==> config.mk <==
export PLATFORM = sky130hd
export DESIGN_NAME = core_top
export DESIGN_NICKNAME = d
export VERILOG_FILES = /design/src/source/rv_pkg.sv /design/src/source/instr_sequencer.sv /design/src/source/decode_unit.sv /design/src/source/alu_branch_unit.sv /design/src/source/load_store_unit.sv /design/src/source/reg_file.sv /design/src/source/core_top.sv
export SDC_FILE = /design/constraint.sdc
export NUM_CORES = 2
export LEC_CHECK = 0
export ABC_AREA = 0
export BUFFER_PORTS_ARGS = -buffer_cell sky130_fd_sc_hd__buf_2
export CELL_PAD_IN_SITES_DETAIL_PLACEMENT = 2
export CELL_PAD_IN_SITES_GLOBAL_PLACEMENT = 2
export CORE_ASPECT_RATIO = 2
export CORE_MARGIN = 1.5
export CORE_UTILIZATION = 30
export DETAILED_ROUTE_END_ITERATION = 6
export PLACE_DENSITY_LB_ADDON = 0.1
export SYNTH_ARGS = -nofsm -noshare
export SYNTH_HDL_FRONTEND = slang
export SYNTH_SLANG_ARGS = --single-unit
==> constraint.sdc <==
create_clock -name clk -period 11.7 [get_ports clk]
set_clock_uncertainty 0.1 [all_clocks]
set_input_delay 2.925 -clock clk [delete_from_list [all_inputs] [get_ports clk]]
set_output_delay 2.925 -clock clk [all_outputs]
set_load 0.005 [all_outputs]
==> src/source/rv_pkg.sv <==
package rv_pkg;

	localparam int unsigned xlen = 32;
	localparam logic [xlen-1:0] reset_pc = '0;
	localparam logic [31:0] ebreak_inst = 32'h0010_0073;

	// Major opcodes of the supported RV32I subset
	typedef enum logic [6:0] {
		op_lui    = 7'b0110111,
		op_imm    = 7'b0010011,
		op_reg    = 7'b0110011,
		op_load   = 7'b0000011,
		op_store  = 7'b0100011,
		op_branch = 7'b1100011,
		op_jal    = 7'b1101111,
		op_system = 7'b1110011
	} opcode_t;

	typedef enum logic [2:0] {
		alu_add,
		alu_sub,
		alu_and,
		alu_or,
		alu_xor,
		alu_slt,
		alu_pass_imm // Used by LUI
	} alu_op_t;

	typedef enum logic [1:0] {
		st_fetch,
		st_wait_inst,
		st_execute,
		st_halt
	} seq_state_t;

endpackage

==> src/source/instr_sequencer.sv <==
`timescale 1ns/100ps

module instr_sequencer (
	input  logic                   clk,
	input  logic                   rst_n,
	output logic                   imem_req,
	output logic [rv_pkg::xlen-1:0] imem_addr,
	input  logic                   imem_rvalid,
	input  logic [31:0]            imem_rdata,
	output logic [31:0]            inst,
	output logic                   inst_valid,
	output logic [rv_pkg::xlen-1:0] pc,
	input  logic                   is_load,
	input  logic                   is_store,
	input  logic                   is_ebreak,
	input  logic                   mem_done,
	input  logic [rv_pkg::xlen-1:0] next_pc,
	output logic                   retire,
	output logic                   finished
);
	import rv_pkg::*;

	seq_state_t state;

	assign imem_addr = pc;
	assign inst_valid = (state == st_execute);
	assign finished = (state == st_halt);
	// EBREAK halts instead of retiring so the pc stays on its address
	assign retire = inst_valid && !is_ebreak && (!(is_load || is_store) || mem_done);

	// The request pulse is registered, so the fetch state spends one cycle raising it
	always_ff @(posedge clk or negedge rst_n) begin
		if (!rst_n) begin
			state <= st_fetch;
			pc <= reset_pc;
			imem_req <= 1'b0;
		end else begin
			imem_req <= 1'b0;
			case (state)
				st_fetch: begin
					if (imem_req) begin
						state <= st_wait_inst;
					end else begin
						imem_req <= 1'b1;
					end
				end
				st_wait_inst: begin
					if (imem_rvalid) begin
						state <= st_execute;
					end
				end
				st_execute: begin
					if (is_ebreak) begin
						state <= st_halt;
					end else if (retire) begin
						pc <= next_pc;
						state <= st_fetch;
						imem_req <= 1'b1; // Next fetch goes out in the first fetch cycle
					end
				end
				default: state <= st_halt;
			endcase
		end
	end

	always_ff @(posedge clk) begin
		if (state == st_wait_inst && imem_rvalid) begin
			inst <= imem_rdata;
		end
	end

	a_req_in_fetch: assert property (@(posedge clk) disable iff (!rst_n)
		imem_req |-> state == st_fetch);

	a_rvalid_when_waiting: assert property (@(posedge clk) disable iff (!rst_n)
		imem_rvalid |-> state == st_wait_inst);

endmodule

==> src/source/decode_unit.sv <==
`timescale 1ns/100ps

module decode_unit (
	input  logic [31:0]             inst,
	output rv_pkg::opcode_t         opcode,
	output rv_pkg::alu_op_t         alu_op,
	output logic [4:0]              rd,
	output logic [4:0]              rs1,
	output logic [4:0]              rs2,
	output logic [rv_pkg::xlen-1:0] imm,
	output logic                    rd_we,
	output logic                    is_load,
	output logic                    is_store,
	output logic                    is_ebreak
);
	import rv_pkg::*;

	logic [2:0] funct3;
	logic [6:0] funct7;
	logic [xlen-1:0] imm_i;
	logic [xlen-1:0] imm_s;
	logic [xlen-1:0] imm_b;
	logic [xlen-1:0] imm_u;
	logic [xlen-1:0] imm_j;
	logic writes_rd;

	assign opcode = opcode_t'(inst[6:0]);
	assign rd = inst[11:7];
	assign funct3 = inst[14:12];
	assign rs1 = inst[19:15];
	assign rs2 = inst[24:20];
	assign funct7 = inst[31:25];

	assign imm_i = {{20{inst[31]}}, inst[31:20]};
	assign imm_s = {{20{inst[31]}}, inst[31:25], inst[11:7]};
	assign imm_b = {{19{inst[31]}}, inst[31], inst[7], inst[30:25], inst[11:8], 1'b0};
	assign imm_u = {inst[31:12], 12'b0};
	assign imm_j = {{11{inst[31]}}, inst[31], inst[19:12], inst[20], inst[30:21], 1'b0};

	assign is_ebreak = (inst == ebreak_inst);
	assign rd_we = writes_rd && (rd != 5'd0);

	always_comb begin
		alu_op = alu_add;
		imm = '0;
		writes_rd = 1'b0;
		is_load = 1'b0;
		is_store = 1'b0;
		case (opcode)
			op_lui: begin
				alu_op = alu_pass_imm;
				imm = imm_u;
				writes_rd = 1'b1;
			end
			op_imm: begin
				imm = imm_i;
				writes_rd = (funct3 == 3'b000); // ADDI only
			end
			op_reg: begin
				writes_rd = 1'b1;
				case ({funct7, funct3})
					{7'h00, 3'b000}: alu_op = alu_add;
					{7'h20, 3'b000}: alu_op = alu_sub;
					{7'h00, 3'b111}: alu_op = alu_and;
					{7'h00, 3'b110}: alu_op = alu_or;
					{7'h00, 3'b100}: alu_op = alu_xor;
					{7'h00, 3'b010}: alu_op = alu_slt;
					default: writes_rd = 1'b0;
				endcase
			end
			op_load: begin
				imm = imm_i;
				is_load = (funct3 == 3'b010);
				writes_rd = (funct3 == 3'b010);
			end
			op_store: begin
				imm = imm_s;
				is_store = (funct3 == 3'b010);
			end
			op_branch: begin
				imm = imm_b;
				// BEQ compares by subtraction and BNE by XOR, other branches never take
				if (funct3 == 3'b000) begin
					alu_op = alu_sub;
				end else if (funct3 == 3'b001) begin
					alu_op = alu_xor;
				end
			end
			op_jal: begin
				imm = imm_j;
				writes_rd = 1'b1;
			end
			default: ;
		endcase
	end

endmodule

==> src/source/alu_branch_unit.sv <==
`timescale 1ns/100ps

module alu_branch_unit (
	input  rv_pkg::opcode_t         opcode,
	input  rv_pkg::alu_op_t         alu_op,
	input  logic [rv_pkg::xlen-1:0] src1,
	input  logic [rv_pkg::xlen-1:0] src2,
	input  logic [rv_pkg::xlen-1:0] imm,
	input  logic [rv_pkg::xlen-1:0] pc,
	output logic [rv_pkg::xlen-1:0] alu_result,
	output logic [rv_pkg::xlen-1:0] next_pc
);
	import rv_pkg::*;

	logic [xlen-1:0] operand_b;
	logic [xlen-1:0] alu_value;
	logic [xlen-1:0] link;
	logic is_zero;
	logic taken;

	// Register forms and branches compare rs2, everything else adds the immediate
	assign operand_b = (opcode == op_reg || opcode == op_branch) ? src2 : imm;

	always_comb begin
		case (alu_op)
			alu_add: alu_value = src1 + operand_b;
			alu_sub: alu_value = src1 - operand_b;
			alu_and: alu_value = src1 & operand_b;
			alu_or: alu_value = src1 | operand_b;
			alu_xor: alu_value = src1 ^ operand_b;
			alu_slt: alu_value = {{(xlen-1){1'b0}}, $signed(src1) < $signed(operand_b)};
			alu_pass_imm: alu_value = imm;
			default: alu_value = '0;
		endcase
	end

	assign link = pc + 32'd4;
	assign is_zero = (alu_value == '0); // Both SUB and XOR give zero on equal operands

	always_comb begin
		taken = 1'b0;
		if (opcode == op_branch) begin
			if (alu_op == alu_sub) begin
				taken = is_zero;
			end else if (alu_op == alu_xor) begin
				taken = !is_zero;
			end
		end
	end

	assign alu_result = (opcode == op_jal) ? link : alu_value;
	assign next_pc = (taken || opcode == op_jal) ? pc + imm : link;

endmodule

==> src/source/load_store_unit.sv <==
`timescale 1ns/100ps

module load_store_unit (
	input  logic                    clk,
	input  logic                    rst_n,
	input  logic                    inst_valid,
	input  logic                    is_load,
	input  logic                    is_store,
	input  logic [rv_pkg::xlen-1:0] src1,
	input  logic [rv_pkg::xlen-1:0] src2,
	input  logic [rv_pkg::xlen-1:0] imm,
	output logic                    dmem_req,
	output logic                    dmem_we,
	output logic [rv_pkg::xlen-1:0] dmem_addr,
	output logic [rv_pkg::xlen-1:0] dmem_wdata,
	input  logic                    dmem_rvalid,
	input  logic [rv_pkg::xlen-1:0] dmem_rdata,
	output logic [rv_pkg::xlen-1:0] load_data,
	output logic                    mem_done
);

	logic issued; // A request is outstanding for the current instruction

	assign dmem_req = inst_valid && (is_load || is_store) && !issued;
	assign dmem_we = is_store;
	assign dmem_addr = src1 + imm;
	assign dmem_wdata = src2;
	assign mem_done = issued && dmem_rvalid;
	assign load_data = dmem_rdata;

	always_ff @(posedge clk or negedge rst_n) begin
		if (!rst_n) begin
			issued <= 1'b0;
		end else if (mem_done) begin
			issued <= 1'b0;
		end else if (dmem_req) begin
			issued <= 1'b1;
		end
	end

	a_rvalid_needs_request: assert property (@(posedge clk) disable iff (!rst_n)
		dmem_rvalid |-> issued);

endmodule

==> src/source/reg_file.sv <==
`timescale 1ns/100ps

module reg_file (
	input  logic                    clk,
	input  logic                    rst_n,
	input  logic [4:0]              rs1,
	input  logic [4:0]              rs2,
	input  logic [4:0]              rd,
	input  logic [rv_pkg::xlen-1:0] wdata,
	input  logic                    wen,
	input  logic                    valid,
	output logic [rv_pkg::xlen-1:0] src1,
	output logic [rv_pkg::xlen-1:0] src2,
	output logic [rv_pkg::xlen-1:0] halt_ret
);
	import rv_pkg::*;

	logic [xlen-1:0] regs [32];

	always_ff @(posedge clk or negedge rst_n) begin
		if (!rst_n) begin
			for (int i = 0; i < 32; i++) begin
				regs[i] <= '0;
			end
		end else if (wen && valid && rd != 5'd0) begin
			regs[rd] <= wdata;
		end
	end

	assign src1 = (rs1 == 5'd0) ? '0 : regs[rs1];
	assign src2 = (rs2 == 5'd0) ? '0 : regs[rs2];
	assign halt_ret = regs[10]; // a0 carries the program result

endmodule

==> src/source/core_top.sv <==
`timescale 1ns/100ps

module core_top (
	input  logic                    clk,
	input  logic                    rst_n,
	output logic                    imem_req,
	output logic [rv_pkg::xlen-1:0] imem_addr,
	input  logic                    imem_rvalid,
	input  logic [31:0]             imem_rdata,
	output logic                    dmem_req,
	output logic                    dmem_we,
	output logic [rv_pkg::xlen-1:0] dmem_addr,
	output logic [rv_pkg::xlen-1:0] dmem_wdata,
	input  logic                    dmem_rvalid,
	input  logic [rv_pkg::xlen-1:0] dmem_rdata,
	output logic [rv_pkg::xlen-1:0] pc,
	output logic                    finished,
	output logic [rv_pkg::xlen-1:0] halt_ret
);
	import rv_pkg::*;

	logic [31:0] inst;
	logic inst_valid;
	opcode_t opcode;
	alu_op_t alu_op;
	logic [4:0] rd;
	logic [4:0] rs1;
	logic [4:0] rs2;
	logic [xlen-1:0] imm;
	logic rd_we;
	logic is_load;
	logic is_store;
	logic is_ebreak;
	logic [xlen-1:0] src1;
	logic [xlen-1:0] src2;
	logic [xlen-1:0] alu_result;
	logic [xlen-1:0] next_pc;
	logic [xlen-1:0] load_data;
	logic mem_done;
	logic retire;
	logic [xlen-1:0] wb_data;

	assign wb_data = is_load ? load_data : alu_result;

	instr_sequencer instr_sequencer_inst (
		.clk(clk),
		.rst_n(rst_n),
		.imem_req(imem_req),
		.imem_addr(imem_addr),
		.imem_rvalid(imem_rvalid),
		.imem_rdata(imem_rdata),
		.inst(inst),
		.inst_valid(inst_valid),
		.pc(pc),
		.is_load(is_load),
		.is_store(is_store),
		.is_ebreak(is_ebreak),
		.mem_done(mem_done),
		.next_pc(next_pc),
		.retire(retire),
		.finished(finished)
	);

	decode_unit decode_unit_inst (
		.inst(inst),
		.opcode(opcode),
		.alu_op(alu_op),
		.rd(rd),
		.rs1(rs1),
		.rs2(rs2),
		.imm(imm),
		.rd_we(rd_we),
		.is_load(is_load),
		.is_store(is_store),
		.is_ebreak(is_ebreak)
	);

	alu_branch_unit alu_branch_unit_inst (
		.opcode(opcode),
		.alu_op(alu_op),
		.src1(src1),
		.src2(src2),
		.imm(imm),
		.pc(pc),
		.alu_result(alu_result),
		.next_pc(next_pc)
	);

	load_store_unit load_store_unit_inst (
		.clk(clk),
		.rst_n(rst_n),
		.inst_valid(inst_valid),
		.is_load(is_load),
		.is_store(is_store),
		.src1(src1),
		.src2(src2),
		.imm(imm),
		.dmem_req(dmem_req),
		.dmem_we(dmem_we),
		.dmem_addr(dmem_addr),
		.dmem_wdata(dmem_wdata),
		.dmem_rvalid(dmem_rvalid),
		.dmem_rdata(dmem_rdata),
		.load_data(load_data),
		.mem_done(mem_done)
	);

	reg_file reg_file_inst (
		.clk(clk),
		.rst_n(rst_n),
		.rs1(rs1),
		.rs2(rs2),
		.rd(rd),
		.wdata(wb_data),
		.wen(rd_we),
		.valid(retire),
		.src1(src1),
		.src2(src2),
		.halt_ret(halt_ret)
	);

endmodule

==> run metrics <==
initial antenna violation count 8; combinational fraction of design power 23.9%; post-route cell area 73,500 sq um; GRT Total Usage 27.0%; max_cap viols 0; area occupied by multi-input gates 35,100 sq um; Placeable Area 217,000 sq um; Yosys cell types 89; final number of hold-violating endpoints 0; fill count 23,362; vias in the first global route 59,900; Placed Cells 9,074; post-synth top area share 40.4%; Post-DRT Antenna Nets 0; H-tree depth 3; Setup TNS 0 ns; PortBufs 231; setup ws final 0.261 ns; CTS tree done; cell area after synthesis 65,700 sq um; flops & latches, synth 1,092; clk slew on worst S/H paths 0.07 ns; WHS Path Cells 0; share of layout cells above drive strength 1 19.8%; Max Transition Viols Final 0; DIE WIDTH 334 um; Setup CP Type flip-flop to flip-flop; max_slew headroom 5.48%; Final setup viols 0; cell internal pwr 6.80 mW; Worst EP required 12.24 ns; net switching power figure 3.59 mW; ys async rst share 97.1%; DR pass1 iterations 5; Core Util, Final 33.8%; FMAX 0.0874 GHz; Crit. End Element flip-flop; clk_lat worst skew 0.78 ns; CP Max Fanout 49; area leader, netlist dfrtp_1; number of synthesized flops with an enable pin 32; Syn Nets 6,759; hold buffers post-CTS 0; Die ar. 222,000 sq um; P_leak 31.7 nW; top post-synthesis cells by area dfrtp_1, mux4_2, o21ai_0, nand2_1, a21oi_1; gpl congestion 0.950; cts bufs inserted 111; Slowest Stage Delay on Critical Path 0.91 ns; IO Count 232; Synth Area per Inst 10.1 sq um; Initial Util 30.2%; PD cells 141 nW/um^2; pin count of the biggest net entering global routing 177; area delta synth->final 11.8%; GRT overflow 0; reg2reg end instr_sequencer_inst.imem_addr[8]$_DFFE_PN0P_; CTS max path bufs 3; num rows 242; DRC violations left 0; synthesized instance count 6,528; fin crit share 97.8%; root buf cell clkbuf_16; total power draw 10.4 mW; Worst R2R Start instr_sequencer_inst.inst[20]$_DFFE_PP_; fin cells 9,294; R2R cell count 25; CTS sink cnt 1,092; crit path max-delay cell type nor4_1; reg-to-reg slack, setup 0.26 ns; most frequent cell after synthesis nand2_1; Seq pwr share 38.6%; global-route wire length before repair 437,000 um; HP Start reg_file_inst.regs[1017]$_DFFE_PN0P_; Worst Setup Slack post-DPL 0.305 ns; Vias 53,560; Routed WL 299,000 um; Slew @ Worst Pin 1.40 ns; die height 665 um; Primary FF master, synth dfrtp_1; nets@finish 6,616; Synth warnings 0; run status finished, final reports clean; switch share 34.5%; Min-Delay Path Class flip-flop to flip-flop; hpwl dp 205,000 um; Min-Delay Endpoint reg_file_inst.regs[1017]$_DFFE_PN0P_; vias per cell 5.76; unrepaired setup endpoints after global routing no; minimum clock period 11.44 ns; worst vdd ir 0.116 mV; sequential standard cell area 27,500 sq um; critical path launch point type flip-flop; drt wl/cell 32.2 um; Min Hold Slack 0.278 ns; register area share after synthesis 41.8%; Initial DRC Count 2,501; clock group share of total power 37.5%; Worst EP arrival 11.98 ns; Cell Area, Placed 69,600 sq um; Synth top cells by count nand2_1, dfrtp_1, o21ai_0
==> power by group through the flow <==
stage               logic (mW)  registers [mW]  clock network [mW]
floorplan                 1.44            4.00                   0
global placement          2.47            4.08                   0
detailed placement        2.49            4.08                   0
CTS                       2.50            4.01                4.01
global route              2.64            4.01                4.12
finish                    2.49            4.01                3.89
==> cell families (layout without fill, tap and decap cells) <==
| logic type | after synthesis | in the layout | share of synthesized area [%] |
|---|---|---|---|
| AND/OR/NAND/NOR | 1782 | 1782 | 11.3 |
| buffers and inverters | 861 | 813 | 5.40 |
| adder cells (fa/ha/maj) | 164 | 164 | 3.16 |
| AO/OA/AOI/OAI | 1826 | 1826 | 15.8 |
| other | 0 | 8 | 0 |
| flip-flops | 1092 | 1092 | 41.8 |
| XOR/XNOR | 89 | 89 | 1.19 |
| multiplexers | 714 | 714 | 21.4 |
==> worst max-delay path: cells and delay by family, from the launching register on <==
family          cells  cell delay (ns)
simple gates        7             3.21
buf+inv             4             1.99
mux                 3             1.43
compound gates     10             3.26
flops               1             0.65
fa+ha+maj           1             0.50
==> worst max-delay path by stage <==
stage / start / slack [ns] / endpoint / cells after the start
final: instr_sequencer_inst.inst[20]$_DFFE_PP_ / 0.26 / instr_sequencer_inst.imem_addr[8]$_DFFE_PN0P_ / 25
after global routing: instr_sequencer_inst.inst[16]$_DFFE_PP_ / 0.07 / dmem_addr[31] / 25
after CTS: instr_sequencer_inst.inst[16]$_DFFE_PP_ / 0.05 / dmem_addr[31] / 25
after detailed placement: instr_sequencer_inst.inst[20]$_DFFE_PP_ / 0.31 / instr_sequencer_inst.imem_addr[8]$_DFFE_PN0P_ / 25
after global placement: instr_sequencer_inst.inst[20]$_DFFE_PP_ / 0.27 / instr_sequencer_inst.imem_addr[0]$_DFFE_PN0P_ / 24
after floorplan: instr_sequencer_inst.inst[15]$_DFFE_PP_ / 2.32 / dmem_addr[31] / 27
==> layout by cell type, fill, tap and decap left out, types with 26 or more instances in the layout <==
master     instances
ha_1             159
buf_2            230
nor2_1           404
clkbuf_8          29
nand3_1           55
o22ai_1           32
buf_4            164
xnor2_1           61
a21oi_2           26
o21ai_0          979
a21oi_1          391
nor3_1            51
a21o_1            45
inv_1            185
xor2_1            28
mux4_2           549
o221ai_1          37
o31ai_1           41
edfxtp_1          32
a211oi_1          50
o21a_1            27
dfrtp_1         1060
mux2i_1          146
clkbuf_16        112
nand2_1         1051
==> what timing repair did <==
action,4_1_cts,5_1_grt
resized for setup,0,5
setup endpoints to repair,0,36
setup buffers,0,4
==> cell type report <==
class                   count  area share [%]
diodes                      8          0.0272
clock buffers             163            4.46
clock inverters            45           0.761
inverters                 188           0.962
multi-input cells        4575            47.8
flip-flops and latches   1092            37.4
well taps                2806            4.78
repair buffers            417            3.85
==> sequential cells by signal, indices dropped and copies added, names as in the netlist <==
name	cells
reg_file_inst.regs	992
instr_sequencer_inst.inst	32
instr_sequencer_inst.imem_addr	32
load_store_unit_inst.issued	1
instr_sequencer_inst.imem_req	1
reg_file_inst.halt_ret	32
instr_sequencer_inst.state	2
==> layer usage <==
layer	global-route usage [%]	share of wire [%]	vias to the layer above
li1	-	-	23173
met1	30.7	39	28799
met2	49.6	53	1060
met3	2.53	2.8	526
met4	14.0	6.0	2
met5	0	0.0043	-
No activity file was read; power rests on OpenSTA's default activity.
